[src/hdl/icache_geom_pkg.sv]
//--------------------
// icache geometry
// set count, field widths and address/line types
//--------------------
`default_nettype none

package icache_geom_pkg;

    localparam int num_sets    = 256;  // two ways per set
    localparam int tag_bits    = 21;   // addr[31:11]
    localparam int index_bits  = 8;    // addr[10:3]
    localparam int offset_bits = 3;    // byte in line, only bit 2 used
    localparam int line_bits   = 64;   // two instruction words

    // full fetch address
    typedef logic [tag_bits+index_bits+offset_bits-1:0] addr_t;

    typedef logic [tag_bits-1:0]   tag_t;
    typedef logic [index_bits-1:0] index_t;

    // one instruction
    typedef logic [line_bits/2-1:0] word_t;

    // low word sits at offset 0
    typedef logic [line_bits-1:0] line_t;

    // tag and index, sent to L2
    typedef logic [tag_bits+index_bits-1:0] line_addr_t;

endpackage

`default_nettype wire
[src/hdl/icache_way_select.sv]
//--------------------
// icache way select
// tag compare, word mux, victim choice
//--------------------
`default_nettype none

module icache_way_select (
    input  icache_geom_pkg::tag_t  lookup_tag,
    input  logic                   word_sel,     // addr bit 2
    input  icache_geom_pkg::tag_t  tag0_rd,
    input  icache_geom_pkg::tag_t  tag1_rd,
    input  logic                   valid0,
    input  logic                   valid1,
    input  logic                   repl_way,
    input  icache_geom_pkg::line_t line0_rd,
    input  icache_geom_pkg::line_t line1_rd,
    output logic                   hit,
    output icache_geom_pkg::word_t hit_word,
    output logic                   victim_way
);
    import icache_geom_pkg::*;

    logic  hit0;
    logic  hit1;
    line_t sel_line;    // line of the hitting way

    assign hit0 = valid0 && (tag0_rd == lookup_tag);
    assign hit1 = valid1 && (tag1_rd == lookup_tag);
    assign hit  = hit0 || hit1;

    assign sel_line = hit1 ? line1_rd : line0_rd;
    assign hit_word = word_sel ? sel_line[line_bits-1:line_bits/2]
                               : sel_line[line_bits/2-1:0];

    // fill empty ways first, way 0 before way 1
    always_comb begin
        if (!valid0) begin
            victim_way = 1'b0;
        end else if (!valid1) begin
            victim_way = 1'b1;
        end else begin
            victim_way = repl_way;      // alternating per set
        end
    end

    // refill only on miss, so a tag never sits in both ways
    always_comb begin
        a_single_hit: assert (!(hit0 && hit1))
            else $error("tag present in both ways");
    end

endmodule

`default_nettype wire

[config.mk]
export PLATFORM = sky130hd
export DESIGN_NAME = icache_way_select
export DESIGN_NICKNAME = d
export VERILOG_FILES = /design/src/hdl/icache_geom_pkg.sv /design/src/hdl/icache_way_select.sv
export SDC_FILE = /design/constraint.sdc
export NUM_CORES = 1
export LEC_CHECK = 0
export BUFFER_PORTS_ARGS = -buffer_cell sky130_fd_sc_hd__buf_2
export CORE_AREA = 8 8 83 85
export DETAILED_ROUTE_END_ITERATION = 6
export DIE_AREA = 0 0 91 93
export PLACE_DENSITY = 0.71
export SLEW_MARGIN = 20
export SYNTH_ARGS = -nofsm -noshare
export SYNTH_HDL_FRONTEND = slang
export SYNTH_SLANG_ARGS = --single-unit
[constraint.sdc]
create_clock -name vclk -period 2.1
set_input_delay 0.105 -clock vclk [all_inputs]
set_output_delay 0.105 -clock vclk [all_outputs]
set_load 0.005 [all_outputs]
# Word level (Yosys, flattened, before mapping)
# Index checks and enable logic that the tools add are counted.
# classes
n_eq_ne	2
n_mux	4
n_reduce_logical	3
# ops
operator	count
$mux 64	1
$eq 21x21->1	2
$mux 32	1
$logic_and 1x1->1	2
$mux 1	2
$logic_or 1x1->1	1
# word_totals
word_cells	9
out_inout_bits	34
ff_bits	0
in_bits	195

# Depth between registers and ports, before layout
# Gate-level depths: netlist (run 1).
# logic_depth
depth_word	4
depth_mapped	6
depth_no_buf	5

# Worst setup path after synthesis (run 1)
# OpenSTA, ideal clock, no wires.
# synth_path
kind	input port to output port
from	input lookup_tag[9]
to	output hit_word[10]
stages	6
required_ps	1995
n_path_buf	1
arrival_ps	1533
slack_ps	462
path_cell_list	xnor2_1 -> nand4_1 -> nor4_2 -> nand4_4 -> buf_6 -> mux4_2
# synth_via
elab_chain_cells	4
# synth_rtl
element	line_no	rtl
from (decl)	icache_way_select.sv:8	input icache_geom_pkg::tag_t lookup_tag,
$eq 21x21->1	icache_way_select.sv:28	assign hit1 = valid1 && (tag1_rd == lookup_tag);
$logic_and 1x1->1	icache_way_select.sv:28	
$mux 64	icache_way_select.sv:31	assign sel_line = hit1 ? line1_rd : line0_rd;
$mux 32	icache_way_select.sv:32	assign hit_word = word_sel ? sel_line[line_bits-1:line_bits/2]
to (decl)	icache_way_select.sv:18	output icache_geom_pkg::word_t hit_word,
# No other way between the ends.

# Worst setup path after layout (run 1)
# layout_path
from	input lookup_tag[20]
to	output hit_word[1]
# The elaborated chain is that of the path after synthesis.

==> out/summary.txt, run 1 <==
vias per std cell - 4.76
Hold EP - victim_way
Seq cells - 0
setup TNS - 0 ns
Critical Path RT - 2.00 ns
Hold Path Class - primary input to output port
Core Util, Final - 0.445
Fin Hold WS - 0.516 ns
Post-DP HPWL - 7.16 mm
Starting Density - 0.224
area share of the leading cell type in the synthesized netlist - 0.515
Power Dens Cells - 173 nW/um^2
DIE WIDTH - 91 um
first-pass GRT wire length - 11.4 mm
Register Area - 0 um^2
Yosys cell types - 14
cell taking the most area after synthesis - mux4_2
largest cells by area after synthesis - mux4_2 51%, xor2_1 17%, xnor2_1 12%, mux4_1 6.2%, nor4_1 3.0%
Residual DRC - 0
crit path DAT - 1.89 ns
CTS Hold Buffers Added - 0
router iterations before antenna repair - 4
crit end category - output port
fraction of final layout cells sized beyond drive strength 1 - 0.820
Fillers - 573
count leader, synth - mux4_2
Mapped Cells - 97
area of the core - 5680 um^2
post-CTS sizing - 0
Setup Fix Bufs, Post-CTS - 0
nets@finish - 520
Multi-input gate area - 1240 um^2
initial antenna violation count - 0
Achievable Freq - 501 MHz
fin crit share - 0.951
# diodes - 0
Yosys warnings - 0
Relative slew margins - 0.526
gpl congestion - 0.900
WL/cell - 19.2 um
DP Worst Slack - 0.0215 ns
Max-Cap Viols - 0
Clock Buffer Count - 0
HP Start - valid1
final hold viol count - 0
Final setup viols - 0
die area - 8460 um^2
commonest cells in the netlist - 29 x mux4_2, 24 x xor2_1, 18 x xnor2_1, 6 x nor4_1, 5 x nand4_1
hold path depth - 3
critical path class - primary input to output port
Peak VDD IR - 83.9 uV
Die H - 93 um
largest net degree at the start of global routing - 33
Port Buf Inserts - 229
register area share after synthesis - 0
GRT overflow - 0
Synth Area per Inst - 13.1 um^2
LEAKAGE - 0.00135 uW
Routed WL - 7.66 mm
post-layout min period - 2.00 ns
all-layer global routing usage - 0.164
status - completed
syn nets - 292
Final WS setup - 0.103 ns
via count - 1894
num ports - 229
Site Rows - 28
Final ANT Viol Nets - 0
Netlist Area Pre-Place - 1270 um^2
vias in the first global route - 2282
Tightest Pin Transition - 0.710 ns
1st-iter DRT viols - 35
CP max FO - 23
Slew Viols, Final - 0
startpoint types - primary input
P&R area growth vs syn - 99.1%
per-layer routing:
metal,GRT usage,wire length (um),vias to the layer above
li1,-,-,868
met1,0.164,2630,888
met2,0.335,4280,132
met3,0.0481,662,6
met4,0.0177,84,0
met5,0,0,-
report_power, final:
part / internal [uW] / switching [uW] / total, uW
clock network: 0 / 0 / 0
registers: 0 / 0 / 0
logic: 274 / 162 / 436
total: 274 / 162 / 436
critical path: stages:
cell	delay (ns)
buf_2	0.13
xnor2_2	0.17
nand4_1	0.17
nor4_4	0.34
nand4_4	0.16
buf_12	0.20
mux4_1	0.46
buf_2	0.14
worst max path at each step:
stage	to	startpoint	cells after the start
after floorplan	hit_word[10]	lookup_tag[9]	6
after global placement	hit_word[23]	lookup_tag[3]	8
after detailed placement	hit_word[0]	lookup_tag[17]	8
after CTS	hit_word[29]	lookup_tag[17]	8
after global routing	hit_word[1]	lookup_tag[9]	8
final	hit_word[1]	lookup_tag[20]	8
layout make-up:
cell class	count	area share
inverter	1	0.00149
multi-input combinational	90	0.492
tap	75	0.0371
timing repair buffer	232	0.469
layout by cell type, fill, tap and decap left out:
| master | instances |
|---|---|
| xor2_1 | 24 |
| inv_1 | 1 |
| xnor2_1 | 16 |
| a21boi_0 | 1 |
| buf_12 | 1 |
| xnor2_2 | 2 |
| mux4_2 | 29 |
| buf_6 | 1 |
| nand4_1 | 5 |
| o21ai_0 | 1 |
| buf_4 | 1 |
| mux4_1 | 3 |
| nor4_1 | 6 |
| nand4_4 | 1 |
| buf_2 | 229 |
| nor4_4 | 1 |
| nand3_1 | 1 |
logic make-up (layout without fill, tap and decap cells):
logic type	after synthesis	after routing	synth area share
xor+xnor	42	42	0.290
mux	32	32	0.577
simple gates	14	14	0.0848
buf+inv	7	233	0.0385
compound gates	2	2	0.00986
stage by stage:
stage               std cells  instance area, um^2  total power (uW)
floorplan                  97                 1270               164
global route              398                 2530               478
global placement          398                 2500               423
finish                    398                 2530               436
CTS                       398                 2500               435
detailed placement        398                 2500               434
(Power assumes the default switching activity.)
==> run 2: changes to the inputs <==
--- a/config.mk
+++ b/config.mk
@@ -10,6 +10,7 @@
 export DETAILED_ROUTE_END_ITERATION = 6
 export DIE_AREA = 0 0 91 93
 export PLACE_DENSITY = 0.71
+export REMOVE_ABC_BUFFERS = 1
 export SLEW_MARGIN = 20
 export SYNTH_ARGS = -nofsm -noshare
 export SYNTH_HDL_FRONTEND = slang
==> out/summary.txt, run 2 (synthesized netlist as in run 1, its figures left out) <==
status - completed (unchanged)
Clock Buffer Count - 0 (unchanged)
Routed WL - 8.03 mm (was 7.66 mm)
net switching power - 162 uW (about the same)
gpl congestion - 0.960 (was 0.900)
Site Rows - 28 (unchanged)
first-pass GRT wire length - 11.5 mm (was 11.4 mm)
crit-path most repeated cell - buf_2 (unchanged)
vias in the first global route - 2132 (was 2282)
1st-iter DRT viols - 48 (was 35)
post-layout min period - 1.95 ns (was 2.00 ns)
Relative slew margins - 0.517 (was 0.526)
crit end category - output port (unchanged)
largest net degree at the start of global routing - 33 (unchanged)
critical path class - primary input to output port (unchanged)
Largest delay share family, worst path - simple AND/OR/NAND/NOR gates (unchanged)
Seq cells - 0 (unchanged)
Register Area - 0 um^2 (unchanged)
Core Util, Final - 0.446 (was 0.445)
area of the core - 5680 um^2 (unchanged)
Die H - 93 um (unchanged)
Worst path slowest cell - mux4_1 (unchanged)
Critical Path RT - 2.00 ns (about the same)
switching share of total power - 0.370 (was 0.372)
Max-Cap Viols - 0 (unchanged)
Max stage delay on crit path - 0.46 ns (about the same)
dpl cell area - 2490 um^2 (was 2500 um^2)
DIE WIDTH - 91 um (unchanged)
vias per std cell - 4.70 (was 4.76)
finished layout cell area - 2530 um^2 (about the same)
RSZ-0062 raised after global routing - no
fin crit share - 0.931 (was 0.951)
Final setup viols - 0 (unchanged)
Final ANT Viol Nets - 0 (unchanged)
CTS Hold Buffers Added - 0 (unchanged)
startpoint types - primary input (unchanged)
Hold EP - victim_way (unchanged)
clock power share - 0 (about the same)
most frequent cells in the layout - 229 x buf_2, 30 x mux4_2, 24 x xor2_1, 14 x xnor2_1, 6 x nor4_1 (was 229 x buf_2, 29 x mux4_2, 24 x xor2_1, 16 x xnor2_1, 6 x nor4_1)
final hold viol count - 0 (unchanged)
worst path bufs/invs - 3 (unchanged)
crit path DAT - 1.85 ns (was 1.89 ns)
fraction of final layout cells sized beyond drive strength 1 - 0.829 (was 0.820)
Slew Viols, Final - 0 (unchanged)
Port Buf Inserts - 229 (unchanged)
GRT overflow - 0 (unchanged)
die area - 8460 um^2 (unchanged)
router iterations before antenna repair - 4 (unchanged)
all-layer global routing usage - 0.169 (was 0.164)
Starting Density - 0.224 (unchanged)
Sequential Power Share - 0 (about the same)
DP Cell Count - 397 (was 398)
Pint - 275 uW (was 274 uW)
non-filler instance count after layout - 399 (was 398)
critical-path cell list - buf_2 -> xnor2_2 -> nand4_1 -> nor4_4 -> nand4_4 -> buf_12 -> mux4_1 -> buf_2 (unchanged)
Worst Setup SP - lookup_tag[3] (was lookup_tag[20])
Hold Path Class - primary input to output port (unchanged)
most common cell after layout, fill and taps aside - buf_2 (unchanged)
Fillers - 573 (unchanged)
num ports - 229 (unchanged)
LEAKAGE - 0.00135 uW (about the same)
Post-DP HPWL - 7.50 mm (was 7.16 mm)
Comb pwr share - 1.000 (about the same)
Achievable Freq - 512 MHz (was 501 MHz)
Power Dens Cells - 173 nW/um^2 (about the same)
setup TNS - 0 ns (unchanged)
hold path depth - 3 (unchanged)
Tightest Pin Transition - 0.724 ns (was 0.710 ns)
P&R area growth vs syn - 99.5% (was 99.1%)
Residual DRC - 0 (unchanged)
nets@finish - 519 (was 520)
WL/cell - 20.1 um (was 19.2 um)
initial antenna violation count - 3 (was 0)
power consumption - 437 uW (was 436 uW)
HP Start - valid1 (unchanged)
Peak VDD IR - 90.6 uV (was 83.9 uV)
via count - 1874 (was 1894)
CP max FO - 25 (was 23)
-- run 2: cell count changes in the layout (fill, tap and decap cells not counted), sizes merged --
| cell | before | now |
|---|---|---|
| buf | 232 | 231 |
| diode | 0 | 2 |
-- run 2: worst max path at each step --
| stage | end | slack [ns] | depth (start not counted) |
|---|---|---|---|
| 2_1_floorplan | hit_word[0] | -0.03 | 5 |
| 3_3_place_gp | hit_word[31] | 0.02 | 8 |
| 3_5_place_dp | hit_word[31] | 0.03 | 8 |
| 4_1_cts | hit_word[31] | 0.03 | 8 |
| 5_1_grt | hit_word[31] | 0.004 | 8 |
| 6_report | hit_word[31] | 0.15 | 8 |
-- run 2: power groups by stage --
stage	registers, uW	clock network, uW	logic, uW
after floorplan	0	0	155
after global placement	0	0	420
after detailed placement	0	0	430
after CTS	0	0	431
after global routing	0	0.000127	475
final	0	0.000127	437
-- run 2: what timing repair did --
item / in CTS / in global routing
setup endpoints to repair: 0 / 31
gates resized for setup: 0 / 6
setup buffers: 0 / 0
-- run 2: through the flow --
step,setup slack (ns),hold slack [ns]
after floorplan,-0.0252,0.286
after global placement,0.0181,0.516
after detailed placement,0.0344,0.520
after CTS,0.0307,0.520
after global routing,0.00449,0.524
final,0.145,0.512
-- run 2: worst min-delay path, cell delays in order --
cell,delay (ns)
buf_2,0.11
a21boi_0,0.07
buf_2,0.12
-- run 2: layout make-up --
cell class         instances  area, um^2  area share
repair buffers           231        1170       0.464
multi-input cells         90        1250       0.496
inverters                  1        3.75     0.00148
diodes                     2        5.00     0.00198
well taps                 75        93.8      0.0371
-- run 2: routing by layer --
layer  global-route usage  up-vias  wire, um
li1                     -      866         -
met1                0.182      850      2700
met2                0.326      146      4350
met3               0.0529       10       862
met4               0.0164        2       102
met5                    0        -        13
==> run 3: changes to the inputs <==
--- a/config.mk
+++ b/config.mk
@@ -6,10 +6,12 @@
 export NUM_CORES = 1
 export LEC_CHECK = 0
 export BUFFER_PORTS_ARGS = -buffer_cell sky130_fd_sc_hd__buf_2
-export CORE_AREA = 8 8 83 85
+export CELL_PAD_IN_SITES_DETAIL_PLACEMENT = 0
+export CELL_PAD_IN_SITES_GLOBAL_PLACEMENT = 1
+export CORE_MARGIN = 8
+export CORE_UTILIZATION = 17
 export DETAILED_ROUTE_END_ITERATION = 6
-export DIE_AREA = 0 0 91 93
-export PLACE_DENSITY = 0.71
+export PLACE_DENSITY_LB_ADDON = 0.1
 export REMOVE_ABC_BUFFERS = 1
 export SLEW_MARGIN = 20
 export SYNTH_ARGS = -nofsm -noshare
==> out/summary.txt, run 3 (synthesized netlist as in run 1, its figures left out) <==
fraction of final layout cells sized beyond drive strength 1 - 0.845 (was 0.829)
crit path DAT - 1.91 ns (was 1.85 ns)
CTS Hold Buffers Added - 0 (unchanged)
Residual DRC - 0 (unchanged)
LEAKAGE - 0.00145 uW (was 0.00135 uW)
CP max FO - 6 (was 25)
status - completed (unchanged)
Pint - 287 uW (was 275 uW)
nets@finish - 525 (was 519)
vias in the first global route - 2037 (was 2132)
Hold Path Class - primary input to output port (unchanged)
Port Buf Inserts - 229 (unchanged)
Max-Cap Viols - 0 (unchanged)
first-pass GRT wire length - 10.9 mm (was 11.5 mm)
post-layout min period - 2.02 ns (was 1.95 ns)
GRT overflow - 0 (unchanged)
Final ANT Viol Nets - 0 (unchanged)
final hold viol count - 0 (unchanged)
router iterations before antenna repair - 4 (unchanged)
1st-iter DRT viols - 43 (was 48)
die area - 10500 um^2 (was 8460 um^2)
area of the core - 7250 um^2 (was 5680 um^2)
worst path bufs/invs - 4 (was 3)
Largest delay share family, worst path - simple AND/OR/NAND/NOR gates (unchanged)
DIE WIDTH - 102 um (was 91 um)
Clock Buffer Count - 0 (unchanged)
most frequent cells in the layout - 223 x buf_2, 31 x mux4_2, 24 x xor2_1, 11 x xnor2_1, 7 x xnor2_2 (was 229 x buf_2, 30 x mux4_2, 24 x xor2_1, 14 x xnor2_1, 6 x nor4_1)
Relative slew margins - 0.520 (was 0.517)
gpl congestion - 0.845 (was 0.960)
Fillers - 768 (was 573)
Tightest Pin Transition - 0.720 ns (was 0.724 ns)
vias per std cell - 4.28 (was 4.70)
Seq cells - 0 (unchanged)
Sequential Power Share - 0 (about the same)
critical-path cell list - buf_2 -> xnor2_2 -> nand4_1 -> nor4_4 -> nand4_4 -> buf_12 -> clkbuf_16 -> mux4_2 -> buf_6 (was buf_2 -> xnor2_2 -> nand4_1 -> nor4_4 -> nand4_4 -> buf_12 -> mux4_1 -> buf_2)
most common cell after layout, fill and taps aside - buf_2 (unchanged)
P&R area growth vs syn - 116% (was 99.5%)
setup TNS - 0 ns (unchanged)
Register Area - 0 um^2 (unchanged)
via count - 1831 (was 1874)
Slew Viols, Final - 0 (unchanged)
Achievable Freq - 496 MHz (was 512 MHz)
Site Rows - 31 (was 28)
Starting Density - 0.175 (was 0.224)
num ports - 229 (unchanged)
Peak VDD IR - 60.7 uV (was 90.6 uV)
Post-DP HPWL - 7.53 mm (was 7.50 mm)
Comb pwr share - 1.000 (about the same)
startpoint types - primary input (unchanged)
crit end category - output port (unchanged)
largest net degree at the start of global routing - 33 (unchanged)
switching share of total power - 0.360 (was 0.370)
Routed WL - 8.39 mm (was 8.03 mm)
Max stage delay on crit path - 0.43 ns (was 0.46 ns)
Power Dens Cells - 164 nW/um^2 (was 173 nW/um^2)
clock power share - 0 (about the same)
all-layer global routing usage - 0.134 (was 0.169)
net switching power - 161 uW (was 162 uW)
WL/cell - 19.6 um (was 20.1 um)
initial antenna violation count - 1 (was 3)
Worst path slowest cell - mux4_2 (was mux4_1)
critical path class - primary input to output port (unchanged)
Final setup viols - 0 (unchanged)
finished layout cell area - 2740 um^2 (was 2530 um^2)
Critical Path RT - 2.00 ns (about the same)
Die H - 102 um (was 93 um)
dpl cell area - 2540 um^2 (was 2490 um^2)
fin crit share - 0.960 (was 0.931)
## run 3: changes by cell type in the layout (fill, tap and decap cells not counted)
cell,change
buf_6,+6
mux4_2,+1
buf_4,+1
xnor2_1,-3
buf_12,+2
clkbuf_16,+3
mux4_1,-1
diode_2,-1
buf_2,-6
xnor2_2,+3
## run 3: area by class of cell
cell class                 instances  area [um^2]  area share
timing repair buffer             237         1330       0.487
antenna                            1         2.50    0.000914
tap                               99          124      0.0452
multi-input combinational         90         1270       0.465
inverter                           1         3.75     0.00137
## run 3: worst paths after layout
kind	startpoint	end	slack, ns	depth (start not counted)
max	tag1_rd[17]	hit_word[18]	0.08	9
min	repl_way	victim_way	0.53	4
## run 3: repair_timing
action,4_1_cts,5_1_grt
resized for setup,0,18
setup buffers,0,1
setup endpoints to repair,0,32
## run 3: worst min-delay path: stages
cell	delay (ns)
buf_2	0.09
inv_1	0.04
a21boi_0	0.07
buf_2	0.12
## run 3: stage by stage
| stage | setup slack, ns | utilization | hold slack [ns] | cells | total power (uW) |
|---|---|---|---|---|---|
| after floorplan | -0.0252 | - | 0.286 | 91 | 155 |
| after global placement | 0.0128 | 0.350 | 0.524 | 422 | 426 |
| after detailed placement | 0.0234 | 0.350 | 0.531 | 422 | 431 |
| after CTS | 0.0102 | 0.350 | 0.534 | 422 | 432 |
| after global routing | -0.000214 | 0.377 | 0.563 | 428 | 488 |
| final | 0.0834 | 0.377 | 0.528 | 428 | 448 |
## run 3: power by group through the flow
| stage | Clock (uW) | Combinational, uW | Sequential, uW |
|---|---|---|---|
| after detailed placement | 0 | 431 | 0 |
| after global routing | 0.0000637 | 488 | 0 |
| final | 0.0000637 | 448 | 0 |
| after CTS | 0 | 432 | 0 |
| after floorplan | 0 | 155 | 0 |
| after global placement | 0 | 426 | 0 |
## run 3: routing by layer
metal,routed length (um),share of wire,global-route usage,up-vias
met5,0,0,0,-
li1,-,-,-,875
met3,926,0.11,0.0368,2
met1,2690,0.32,0.140,840
met2,4730,0.56,0.267,114
met4,42,0.0050,0.00677,0
