==> config.mk <==
export PLATFORM = sky130hd
export DESIGN_NAME = icache_ctrl_flat
export DESIGN_NICKNAME = d
export VERILOG_FILES = /design/src/hdl/icache_ctrl_pkg.sv /design/src/hdl/icache_geom_pkg.sv /design/src/hdl/icache_ram_if.sv /design/src/hdl/icache_ctrl.sv /design/src/flat_wrapper.sv
export SDC_FILE = /design/constraint.sdc
export NUM_CORES = 1
export LEC_CHECK = 0
export BUFFER_PORTS_ARGS = -buffer_cell sky130_fd_sc_hd__buf_2
export CORE_AREA = 2 2 123 125
export CTS_BUF_LIST = sky130_fd_sc_hd__clkbuf_4 sky130_fd_sc_hd__clkbuf_8
export DETAILED_ROUTE_END_ITERATION = 8
export DIE_AREA = 0 0 125 127
export GPL_ROUTABILITY_DRIVEN = 0
export PLACE_DENSITY = 0.62
export SETUP_SLACK_MARGIN = 0.3
export SYNTH_ARGS = -nofsm -noshare
export SYNTH_HDL_FRONTEND = slang
export SYNTH_SLANG_ARGS = --single-unit
==> constraint.sdc <==
create_clock -name clk -period 6.05 [get_ports clk]
set_clock_uncertainty 0.1 [all_clocks]
set_input_delay 1.5125 -clock clk [delete_from_list [all_inputs] [get_ports clk]]
set_output_delay 1.5125 -clock clk [all_outputs]
set_load 0.02 [all_outputs]
==> src/hdl/icache_ctrl_pkg.sv <==
//--------------------
// icache controller defs
// FSM states and store write levels
//--------------------
`default_nettype none

package icache_ctrl_pkg;

    // lookup covers the ram read cycle and the compare cycle
    typedef enum logic [2:0] {
        idle,           // waiting for fetch_req
        lookup,         // read, then tag compare
        refill_wait,    // l2_req sent, waiting l2_valid
        refill_write,   // way strobe high, then wait complete
        retry           // re-read after refill
    } ctrl_state_t;

    // write strobe is active high
    localparam logic ram_read  = 1'b0;
    localparam logic ram_write = 1'b1;

endpackage

`default_nettype wire

==> src/hdl/icache_geom_pkg.sv <==
//--------------------
// icache geometry
// set count, field widths and address/line types
//--------------------
`default_nettype none

package icache_geom_pkg;

    localparam int num_sets    = 256;  // two ways per set
    localparam int tag_bits    = 21;   // addr[31:11]
    localparam int index_bits  = 8;    // addr[10:3]
    localparam int offset_bits = 3;    // byte in line, only bit 2 used
    localparam int line_bits   = 64;   // two instruction words

    // full fetch address
    typedef logic [tag_bits+index_bits+offset_bits-1:0] addr_t;

    typedef logic [tag_bits-1:0]   tag_t;
    typedef logic [index_bits-1:0] index_t;

    // one instruction
    typedef logic [line_bits/2-1:0] word_t;

    // low word sits at offset 0
    typedef logic [line_bits-1:0] line_t;

    // tag and index, sent to L2
    typedef logic [tag_bits+index_bits-1:0] line_addr_t;

endpackage

`default_nettype wire
==> src/hdl/icache_ram_if.sv <==
//--------------------
// icache store bus
// shared index, way strobes and write data
//--------------------
`default_nettype none

interface icache_ram_if ();
    import icache_geom_pkg::*;

    index_t index;      // set address, same for both stores
    logic   way0_we;    // refill strobe way 0
    logic   way1_we;    // refill strobe way 1
    tag_t   tag_wd;     // tag of refilled line
    line_t  line_wd;    // refill data from L2

    // controller owns the bus
    modport ctrl (
        output index, way0_we, way1_we, tag_wd, line_wd
    );

    modport tag (
        input index, way0_we, way1_we, tag_wd
    );

    modport data (
        input index, way0_we, way1_we, line_wd
    );

endinterface

`default_nettype wire

==> src/hdl/icache_ctrl.sv <==
//--------------------
// icache controller
// lookup, L2 refill and retry FSM
//--------------------
`default_nettype none

module icache_ctrl (
    input  logic                        clk,
    input  logic                        arst_n,
    input  logic                        fetch_req,     // one cycle pulse
    input  icache_geom_pkg::addr_t      fetch_addr,
    input  logic                        hit,
    input  icache_geom_pkg::word_t      hit_word,
    input  logic                        victim_way,
    input  logic                        complete,
    input  logic                        l2_valid,
    input  icache_geom_pkg::line_t      l2_data,
    icache_ram_if.ctrl                  ram,
    output icache_geom_pkg::tag_t       lookup_tag,
    output logic                        word_sel,
    output logic                        fetch_valid,
    output icache_geom_pkg::word_t      fetch_data,
    output logic                        l2_req,
    output icache_geom_pkg::line_addr_t l2_addr
);
    import icache_geom_pkg::*;
    import icache_ctrl_pkg::*;

    ctrl_state_t state;
    logic        cmp_en;        // store outputs valid this cycle
    logic        cmp;           // compare cycle of a lookup
    logic        accept;        // take a new fetch
    addr_t       addr_q;
    line_t       line_q;        // refill line held for the write
    logic        way0_we_q;
    logic        way1_we_q;

    assign cmp         = (state == lookup) && cmp_en;
    assign fetch_valid = cmp && hit;
    assign fetch_data  = hit_word;
    assign l2_req      = cmp && !hit;
    assign accept      = fetch_req && ((state == idle) || fetch_valid);

    // address fields
    assign lookup_tag = addr_q[offset_bits+index_bits +: tag_bits];
    assign word_sel   = addr_q[offset_bits-1];
    assign l2_addr    = addr_q[offset_bits +: tag_bits+index_bits];

    assign ram.index   = addr_q[offset_bits +: index_bits];
    assign ram.tag_wd  = lookup_tag;
    assign ram.line_wd = line_q;
    assign ram.way0_we = way0_we_q;
    assign ram.way1_we = way1_we_q;

    always_ff @(posedge clk) begin
        if (accept) addr_q <= fetch_addr;
        if ((state == refill_wait) && l2_valid) line_q <= l2_data;
    end

    always_ff @(posedge clk or negedge arst_n) begin
        if (!arst_n) begin
            state     <= idle;
            cmp_en    <= 1'b0;
            way0_we_q <= ram_read;
            way1_we_q <= ram_read;
        end else begin
            way0_we_q <= ram_read;          // strobes last one cycle
            way1_we_q <= ram_read;
            case (state)
                idle: begin
                    if (accept) begin
                        state  <= lookup;
                        cmp_en <= 1'b0;
                    end
                end
                lookup: begin
                    if (!cmp_en) begin
                        cmp_en <= 1'b1;     // stores read at this edge
                    end else if (hit) begin
                        if (accept) cmp_en <= 1'b0;  // back to back fetch
                        else        state  <= idle;
                    end else begin
                        state <= refill_wait;
                    end
                end
                refill_wait: begin
                    if (l2_valid) begin
                        state     <= refill_write;
                        way0_we_q <= victim_way ? ram_read : ram_write;
                        way1_we_q <= victim_way ? ram_write : ram_read;
                    end
                end
                refill_write: begin
                    if (complete) state <= retry;
                end
                retry: begin
                    state  <= lookup;
                    cmp_en <= 1'b1;         // stores re-read at this edge
                end
                default: state <= idle;
            endcase
        end
    end

    // a retry lookup must hit the line just written
    a_req_on_miss: assert property (@(posedge clk) disable iff (!arst_n)
        l2_req |-> ($past(state) != retry));

endmodule

`default_nettype wire

==> src/flat_wrapper.sv <==
// flat-port wrapper written by rule: the top's interface ports become plain ports
module icache_ctrl_flat import icache_geom_pkg::*; import icache_ctrl_pkg::*;
  (clk, arst_n, fetch_req, fetch_addr, hit, hit_word, victim_way, complete, l2_valid, l2_data, lookup_tag, word_sel, fetch_valid, fetch_data, l2_req, l2_addr, ram_index, ram_way0_we, ram_way1_we, ram_tag_wd, ram_line_wd);
  icache_ram_if ram_i ();
  input  logic clk;
  input  logic arst_n;
  input  logic fetch_req;
  input  icache_geom_pkg::addr_t fetch_addr;
  input  logic hit;
  input  icache_geom_pkg::word_t hit_word;
  input  logic victim_way;
  input  logic complete;
  input  logic l2_valid;
  input  icache_geom_pkg::line_t l2_data;
  output icache_geom_pkg::tag_t lookup_tag;
  output logic word_sel;
  output logic fetch_valid;
  output icache_geom_pkg::word_t fetch_data;
  output logic l2_req;
  output icache_geom_pkg::line_addr_t l2_addr;
  output wire logic [$bits(ram_i.index)-1:0] ram_index;
  output wire logic [$bits(ram_i.way0_we)-1:0] ram_way0_we;
  output wire logic [$bits(ram_i.way1_we)-1:0] ram_way1_we;
  output wire logic [$bits(ram_i.tag_wd)-1:0] ram_tag_wd;
  output wire logic [$bits(ram_i.line_wd)-1:0] ram_line_wd;
  assign ram_index = ram_i.index;
  assign ram_way0_we = ram_i.way0_we;
  assign ram_way1_we = ram_i.way1_we;
  assign ram_tag_wd = ram_i.tag_wd;
  assign ram_line_wd = ram_i.line_wd;
  icache_ctrl u_core (.clk(clk), .arst_n(arst_n), .fetch_req(fetch_req), .fetch_addr(fetch_addr), .hit(hit), .hit_word(hit_word), .victim_way(victim_way), .complete(complete), .l2_valid(l2_valid), .l2_data(l2_data), .ram(ram_i), .lookup_tag(lookup_tag), .word_sel(word_sel), .fetch_valid(fetch_valid), .fetch_data(fetch_data), .l2_req(l2_req), .l2_addr(l2_addr));
endmodule
After elaboration in Yosys (flattened, before gate mapping)
Index checks and enable logic that the tools add are counted.
{"block": "totals", "register_bits": 102, "input_bits": 135, "out_inout_bits": 180, "wordCells": 44}
{"block": "op_classes", "n_eq_ne": 9, "n_mux": 18, "reduce_logical": 11}
{"op": "3-bit two-way mux", "count": 6}
{"op": "3-bit case mux with 5 select lines", "count": 1}
{"op": "1-bit two-way mux", "count": 10}
{"op": "3-bit by 2-bit == test with 1-bit output, second input constant", "count": 2}
{"op": "1-bit logical AND", "count": 5}
{"op": "5-bit AND reduction", "count": 1}
{"op": "2-bit by 1-bit != test with 1-bit output, second input constant", "count": 2}
{"op": "2-bit != test, second input constant", "count": 2}
{"op": "3-bit by 1-bit == test with 1-bit output, second input constant", "count": 1}
{"op": "3-bit == test, second input constant", "count": 1}
{"op": "3-bit logical NOT", "count": 1}
{"op": "3-bit != test, second input constant", "count": 1}
{"op": "1-bit case mux with 3 select lines", "count": 1}
{"op": "3-bit nonzero test", "count": 1}
{"op": "2-bit AND reduction", "count": 1}
{"op": "1-bit logical NOT", "count": 1}
{"op": "1-bit logical OR", "count": 1}

Depth between registers and ports, before layout
Gate-level depths: netlist (run 1).
{"block": "logic_depth", "word_depth": 9, "depth_mapped": 4, "mapped_depth_nobuf": 3}

Least setup slack after synthesis (run 1)
Ideal clock, no wire load.
{"block": "synth_timing", "kind": "in2reg", "from": "in l2_valid", "to": "reg u_core.line_q[0] (netlist: u_core.ram.line_wd[0]), enable pin", "setup_ns": 0.475, "arrival_ns": 4.050, "required_ns": 5.475, "setup_slack_ns": 1.424, "cell_stages": 2, "path_buffers": 0, "path_cell_list": "nand2_2 -> nor3_2"}
{"block": "synth_between", "elab_chain_len": 1}
{"element": "start: declaration", "line_no": "flat_wrapper.sv:13", "source": "input logic l2_valid;"}
{"element": "1-bit logical AND", "line_no": "icache_ctrl.sv:57", "source": "if ((state == refill_wait) && l2_valid) line_q <= l2_data;"}
{"element": "end signal: assignment", "line_no": "icache_ctrl.sv:57"}
{"element": "end: declaration", "line_no": "icache_ctrl.sv:34", "source": "line_t line_q;"}
No other way between the ends.
A chain may end at the register's enable or synchronous reset.

Worst setup path after layout (run 1)
{"block": "layout_timing", "from": "in hit", "to": "out fetch_valid"}
{"block": "layout_between", "elab_chain_len": 1}
{"element": "start: declaration", "line_no": "flat_wrapper.sv:9", "source": "input logic hit;"}
{"element": "1-bit logical AND", "line_no": "icache_ctrl.sv:39", "source": "assign fetch_valid = cmp && hit;"}
{"element": "end: declaration", "line_no": "flat_wrapper.sv:17", "source": "output logic fetch_valid;"}
No other way between the ends.

==> results_tabular.tex, run 1 <==
\begin{tabular}{lr}
\hline
Metric & Value \\
\hline
\multicolumn{2}{l}{\textbf{Status}} \\
Run status & finished, final reports clean \\
\multicolumn{2}{l}{\textbf{GRT}} \\
Total congestion overflow & 0 \\
Global-route wire length before repair & between 10 and 15 mm \\
Maximum number of pins on one net before global-route repair & 65 \\
Global routing usage summed across all routing layers & 11.2\% \\
Number of global-route vias before repair & between 2000 and 2500 \\
Antenna violations before repair & 0 \\
\multicolumn{2}{l}{\textbf{Final layout}} \\
Proportion of layout cells with a drive suffix above 1 & a little over two thirds \\
Register cell area after layout & around 3000 µm² \\
Filler cell count in the final layout & 1441 \\
Non-filler instance count after layout & between 500 and 600 \\
P\&R area growth vs syn & 28.7\% \\
Leading cell type in the layout, fill and taps excluded & sky130\_fd\_sc\_hd\_\_buf\_2 \\
Net total in the final layout & 521 \\
Non-Filler Cell Area, Final & just under 5000 µm² \\
Most used cells in the layout excluding fill and tap cells & sky130\_fd\_sc\_hd\_\_buf\_2 (248), sky130\_fd\_sc\_hd\_\_edfxtp\_1 (94), sky130\_fd\_sc\_hd\_\_clkbuf\_8 (9) \\
Multi-input gate area in the final layout & between 150 and 200 µm² \\
Antenna Cells & 0 \\
\multicolumn{2}{l}{\textbf{Critical path}} \\
Most frequent cell on the critical path & sky130\_fd\_sc\_hd\_\_buf\_2 \\
Number of cells on the critical path & 4 \\
Critical path buffers and inverters & 3 \\
WS Path Type & input port to output pin \\
Setup slack of the worst register-to-register path & 4060 ps \\
Data arrival time of the critical path & around 2100 ps \\
CP Capture Type & output pin \\
Worst setup endpoint & fetch\_valid \\
Cell breakdown of the critical path & buf\_2 -> inv\_1 -> nor4\_1 -> buf\_2 \\
Worst flop-to-flop path endpoint & u\_core.ram.line\_wd[47] \\
Critical Path Fanout Max & 4 \\
Logic depth of the worst register-to-register path & 3 \\
Critical path required time & about 4400 ps \\
Delay of the slowest critical-path stage & about 220 ps \\
Worst r2r src & u\_core.state[1] \\
Cell class contributing the biggest share of worst-path delay & buffers and inverters \\
Kind of launch point of the worst setup path & input port \\
Critical path's slowest cell & sky130\_fd\_sc\_hd\_\_nor4\_1 \\
Launch point of the critical path & hit \\
\multicolumn{2}{l}{\textbf{STA}} \\
Max Clock Freq & approximately 270 MHz \\
Max-slew violation count & 0 \\
Final critical-path required period & 3720 ps \\
Hold Fails Final Rpt & 0 \\
Total of endpoints with negative setup slack in the final report & 0 \\
Worst hold slack across all endpoints & about 510 ps \\
Setup total negative slack & 0 ps \\
Share of the clock period used by the worst path & 61.4\% \\
RSZ-0062 raised after global routing & false \\
Slew at the pin closest to its max-slew limit & around 840 ps \\
Normalized max-slew margin & 43.8\% \\
\multicolumn{2}{l}{\textbf{Clock network}} \\
TritonCTS buffer count & 9 \\
\# Post-CTS Setup Buffers & 0 \\
Clock Tree Root & sky130\_fd\_sc\_hd\_\_clkbuf\_8 \\
Maximum level of the CTS H-tree & 3 \\
Maximum clock path buffer count & 2 \\
Post-cts gate resize count & 0 \\
CTS tree & done \\
Clock Latency Late Sink & 370 ps \\
CTS Sinks & 100 \\
Reg clk slew, reported paths & 100 ps \\
Number of hold buffers added after cts & 0 \\
\multicolumn{2}{l}{\textbf{Power}} \\
Net Sw Power & $\sim$0.68 mW \\
Sequential fraction of design power & about half \\
Sw frac & about 36\% \\
Combinational cell fraction of total power & 26.9\% \\
Overall power after layout & $\sim$1.9 mW \\
Share of total power in the clock network & between 20\% and 30\% \\
Internal & roughly 1.2 mW \\
Max IR drop VDD & between 0.15 and 0.2 mV \\
Power Dens Cells & between 300 and 400 nW/µm² \\
Static leakage & around 2.1 nW \\
\multicolumn{2}{l}{\textbf{Min path}} \\
Launch instance of the worst min-delay path & u\_core.cmp\_en \\
Worst hold path cell count & 2 \\
Path type of the worst min-delay path & register to register \\
\multicolumn{2}{l}{\textbf{Die}} \\
Die boundary width & around 130 µm \\
Die Y-Extent & 127 µm \\
CORE AREA & 14400 µm² \\
Io pins & about 320 \\
Die Area & 15900 µm² \\
Initial cell density of the core & approximately a quarter \\
Count of standard-cell rows & 44 \\
\multicolumn{2}{l}{\textbf{Place}} \\
Number of placed cells counting well taps & 559 \\
IO Port Bufs & 248 \\
Placed wire-length estimate after detailed placement & slightly above 7 mm \\
Area of placed instances & approximately 4700 µm² \\
\multicolumn{2}{l}{\textbf{Synth}} \\
Number of storage elements in the synthesis netlist & 100 \\
Proportion of synthesized chip area in sequential cells & roughly 80\% \\
Synth warn & 0 \\
Post-Syn Instances & about 210 \\
Synth cell types & 21 \\
Netlist Area Pre-Place & approximately 3800 µm² \\
Post-synthesis area per instance & $\sim$18 µm² \\
Nets in the synthesized netlist & 343 \\
\multicolumn{2}{l}{\textbf{Routing}} \\
Routed wire length & slightly above 9 mm \\
Iteration-0 DRC Markers & 64 \\
Iteration count of the initial detailed-routing pass & 4 \\
Average wire per cell in the routed design & between 15 and 20 µm \\
Remaining antenna violation count after routing & 0 \\
Post-DR vias/cell & 4.01 \\
Via total after detailed routing & roughly 2300 \\
DRC violations left & 0 \\
\multicolumn{2}{l}{\textbf{Job}} \\
Max-cap violation count & 0 \\
\hline
\end{tabular}
## cell families after synthesis
logic type	share of synthesized area [%]
buffers and inverters	16.6
flip-flops	78.8
AND/OR/NAND/NOR	2.75
AO/OA/AOI/OAI	1.82
## layout make-up
type | instances | area share [%]
Multi-Input combinational cell | 23 | 3.84
Clock inverter | 7 | 1.65
Clock buffer | 9 | 2.55
Timing Repair Buffer | 250 | 25.9
Sequential cell | 100 | 61.2
Inverter | 2 | 0.155
Tap cell | 184 | 4.74
## cells in the mapped netlist
cell                        n  share of area, %
sky130_fd_sc_hd__edfxtp_1  94                75
sky130_fd_sc_hd__buf_4     82                16
sky130_fd_sc_hd__dfrtp_1    6               4.0
sky130_fd_sc_hd__nand2_1    4              0.40
sky130_fd_sc_hd__nor4_1     3              0.50
sky130_fd_sc_hd__inv_1      2              0.20
sky130_fd_sc_hd__nand2b_4   2              0.73
sky130_fd_sc_hd__nor2_1     2              0.20
sky130_fd_sc_hd__a211o_1    1              0.23
sky130_fd_sc_hd__a211oi_2   1              0.33
sky130_fd_sc_hd__a21o_1     1              0.20
sky130_fd_sc_hd__a21oi_2    1              0.23
sky130_fd_sc_hd__a221o_1    1              0.27
sky130_fd_sc_hd__a32oi_1    1              0.23
sky130_fd_sc_hd__and2_1     1              0.17
sky130_fd_sc_hd__buf_2      1              0.13
sky130_fd_sc_hd__nand2_2    1              0.17
sky130_fd_sc_hd__nand2b_1   1              0.17
sky130_fd_sc_hd__nor2b_1    1              0.17
sky130_fd_sc_hd__nor3_2     1              0.27
sky130_fd_sc_hd__o211ai_2   1              0.33
## flip-flops by register name, indices dropped and copies added, names as in the netlist
signal,count
u_core.addr_q,30
u_core.cmp_en,1
u_core.ram.line_wd,64
u_core.ram.way0_we,1
u_core.ram.way1_we,1
u_core.state,3
## worst register-to-register path, cell delays in order (launching register included)
cell and delay [ps]:
sky130_fd_sc_hd__dfrtp_1 540, sky130_fd_sc_hd__nand2_2 140, sky130_fd_sc_hd__nor3_4 130, sky130_fd_sc_hd__buf_4 640
## through the flow
step,setup WS (ps),util [%]
final,2330,33.7
after global placement,2310,32.3
after global routing,2260,33.7
after floorplan,1420,-
after detailed placement,2330,32.3
after CTS,2330,33.7
## power by group through the flow
stage | sequential, mW | combinational [mW] | clock (mW)
5_1_grt | 0.969 | 0.540 | 0.473
3_3_place_gp | 0.966 | 0.514 | 0
6_report | 0.954 | 0.509 | 0.427
4_1_cts | 0.957 | 0.518 | 0.451
2_1_floorplan | 1.07 | 0.315 | 0
3_5_place_dp | 0.972 | 0.517 | 0
## worst min-delay path by stage
stage	end	slack [ps]
after global placement	u_core.cmp_en	470
after detailed placement	u_core.cmp_en	490
final	u_core.cmp_en	510
after global routing	u_core.cmp_en	560
after floorplan	u_core.cmp_en	430
after CTS	u_core.cmp_en	510
## per-layer routing
layer / global-route usage, % / wire, µm
met1: 11.4 / 3230
met2: 17.9 / 4420
met3: 6.49 / 1360
met4: 6.21 / 199
met5: 2.17 / 51
Power figures use the tool's default switching activity.
==> inputs of run 2 (changes only) <==
- CORE_AREA: 2 2 123 125 -> 2 2 122 124
- DIE_AREA: 0 0 125 127 -> 0 0 124 126
- PLACE_DENSITY: 0.62 -> 0.65
- clock period: 6.05 -> 3 ns (I/O delays scaled with it)
==> run 2 against run 1 <==
  * Critical path depth down 1
  * Non-clock buffer count stayed put
  * Sequential power grew 100%
  * Final cell count is the same
  * Worst setup slack got worse by 1600 ps
  * Routed wire length down 8.8%
  * Worst hold slack worse by 430 ps
  * Clock power increased by 140%
  * First-iteration DRC count is 34% lower
  * Global-route usage fell by 0.91 points
  * Via count is 1.5% lower
  * Critical path type is now register to output pin
  * Largest cell class unchanged
  * Largest power group unchanged
==> results_tabular.tex, run 2 (synthesized netlist as in run 1, its figures left out) <==
\begin{tabular}{lr}
\hline
Metric & Value \\
\hline
\multicolumn{2}{l}{\textbf{Routing}} \\
Post-DR vias/cell & 3.95 (-1.5\%) \\
Via total after detailed routing & 2274 (-1.5\%) \\
Remaining antenna violation count after routing & 0 (unchanged) \\
DRC violations left & 0 (unchanged) \\
Routed wire length & 8.45 mm (-8.8\%) \\
Average wire per cell in the routed design & 14.7 µm (-8.8\%) \\
Iteration-0 DRC Markers & 42 (-34\%) \\
Iteration count of the initial detailed-routing pass & 3 (-1) \\
\multicolumn{2}{l}{\textbf{Final layout}} \\
Net total in the final layout & 521 (unchanged) \\
Final standard cell utilization of the core & 34.4\% (+0.69 points) \\
Most used cells in the layout excluding fill and tap cells & sky130\_fd\_sc\_hd\_\_buf\_2 (248), sky130\_fd\_sc\_hd\_\_edfxtp\_1 (94), sky130\_fd\_sc\_hd\_\_clkbuf\_8 (9) \\
Leading cell type in the layout, fill and taps excluded & sky130\_fd\_sc\_hd\_\_buf\_2 \\
Antenna Cells & 0 (unchanged) \\
Proportion of layout cells with a drive suffix above 1 & 69.8\% (unchanged) \\
Number of flip-flops under the largest register name & 64 (unchanged) \\
Non-filler instance count after layout & 575 (unchanged) \\
P\&R area growth vs syn & 30.3\% \\
\multicolumn{2}{l}{\textbf{STA}} \\
Max-slew violation count & 0 (unchanged) \\
Slew at the pin closest to its max-slew limit & 447 ps (-396 ps) \\
RSZ-0062 raised after global routing & false \\
Share of the clock period used by the worst path & roughly three quarters \\
Hold Fails Final Rpt & 0 (unchanged) \\
Setup slack after layout & 705 ps (-1630 ps) \\
Final critical-path required period & roughly 2300 ps \\
Setup total negative slack & 0 ps (unchanged) \\
Total of endpoints with negative setup slack in the final report & 0 (unchanged) \\
Normalized max-slew margin & 70.2\% (+26 points) \\
Worst hold slack across all endpoints & 86.5 ps (-426 ps) \\
Max Clock Freq & roughly 440 MHz \\
\multicolumn{2}{l}{\textbf{Power}} \\
Static leakage & 2.12 nW (+1.0\%) \\
Max IR drop VDD & 0.336 mV (+120\%) \\
Power Dens Cells & 804 nW/µm² (+110\%) \\
\multicolumn{2}{l}{\textbf{Die}} \\
Io pins & 315 (unchanged) \\
CORE AREA & 14300 µm² (-0.76\%) \\
Die Y-Extent & 126 µm (-0.79\%) \\
Die boundary width & 124 µm (-0.80\%) \\
Count of standard-cell rows & 44 (unchanged) \\
Die Area & 15600 µm² (-1.6\%) \\
Initial cell density of the core & 26.4\% (+0.20 points) \\
\multicolumn{2}{l}{\textbf{Clock network}} \\
TritonCTS buffer count & 9 (unchanged) \\
Number of hold buffers added after cts & 0 (unchanged) \\
Post-cts gate resize count & 0 (unchanged) \\
CTS Sinks & 100 (unchanged) \\
\# Post-CTS Setup Buffers & 0 (unchanged) \\
CTS tree & done \\
Maximum clock path buffer count & 2 (unchanged) \\
Maximum level of the CTS H-tree & 3 (unchanged) \\
Clock Tree Root & sky130\_fd\_sc\_hd\_\_clkbuf\_8 \\
Reg clk slew, reported paths & 100 ps (about the same) \\
Clock Latency Late Sink & 370 ps (about the same) \\
\multicolumn{2}{l}{\textbf{Critical path}} \\
CP Capture Type & output pin \\
Worst flop-to-flop path endpoint & u\_core.addr\_q[9] \\
Worst setup endpoint & fetch\_valid \\
Setup slack of the worst register-to-register path & 1140 ps (-2920 ps) \\
WS Path Type & register to output pin \\
Logic depth of the worst register-to-register path & 3 (unchanged) \\
Kind of launch point of the worst setup path & register \\
Launch point of the critical path & u\_core.state[2] \\
Critical Path Fanout Max & 7 (+3) \\
Data arrival time of the critical path & 1440 ps (-660 ps) \\
Worst r2r src & u\_core.state[1] \\
Critical path required time & 2150 ps (-2290 ps) \\
\multicolumn{2}{l}{\textbf{GRT}} \\
Number of global-route vias before repair & 2337 (-2.4\%) \\
Maximum number of pins on one net before global-route repair & 64 (-1.5\%) \\
Total congestion overflow & 0 (unchanged) \\
Global-route wire length before repair & 11.6 mm (-11\%) \\
Global routing usage summed across all routing layers & 10.3\% (-0.91 points) \\
Antenna violations before repair & 1 (+1) \\
\multicolumn{2}{l}{\textbf{Status}} \\
Run status & finished, final reports clean \\
\multicolumn{2}{l}{\textbf{Place}} \\
IO Port Bufs & 248 (unchanged) \\
Number of placed cells counting well taps & 559 (unchanged) \\
Placed wire-length estimate after detailed placement & 6.56 mm (-9.4\%) \\
Post-place setup slack & 784 ps (-1540 ps) \\
\multicolumn{2}{l}{\textbf{Min path}} \\
Path type of the worst min-delay path & input port to asynchronous set/reset pin \\
\multicolumn{2}{l}{\textbf{Job}} \\
Max-cap violation count & 0 (unchanged) \\
\hline
\end{tabular}
## run 2: worst min-delay path by stage
stage	endpoint	cells past startpoint
after floorplan	u_core.cmp_en	0
after CTS	u_core.ram.way1_we	1
after global placement	u_core.cmp_en	2
after global routing	u_core.cmp_en	1
final	u_core.cmp_en	1
after detailed placement	u_core.cmp_en	2
## run 2: metrics by stage
| step | instance area, µm² | power [mW] |
|---|---|---|
| after floorplan | 3800 | 2.81 |
| after global placement | 4680 | 2.98 |
| after detailed placement | 4680 | 3.00 |
| final | 4920 | 3.95 |
| after global routing | 4920 | 4.16 |
| after CTS | 4920 | 4.03 |
## run 2: report_power, final
group          internal (mW)  leakage [nW]  switching (mW)
Combinational          0.333          1.07           0.698
Sequential              1.79         0.940           0.126
Clock                  0.491         0.117           0.514
Total                   2.62          2.12            1.34
## run 2: routing by layer
metal / vias to the layer above / track usage, % / wire (µm)
li1: 1018 / - / -
met4: 0 / 5.88 / 192
met5: - / 0.658 / 0
met2: 212 / 17.4 / 4130
met1: 1030 / 9.87 / 2890
met3: 14 / 5.34 / 1250
## run 2: cell type report
class                   count  area, µm²
multi-input cells          23        200
clock buffers               9        124
inverters                   2       7.51
fillers                  1417       9400
repair buffers            250       1270
well taps                 184        230
flip-flops and latches    100       2970
clock inverters             7        115
## run 2: worst max-delay path: stages (launching register included)
cell and delay (ps):
sky130_fd_sc_hd__dfrtp_1 510, sky130_fd_sc_hd__nand2b_4 210, sky130_fd_sc_hd__nor4_1 160, sky130_fd_sc_hd__buf_2 200
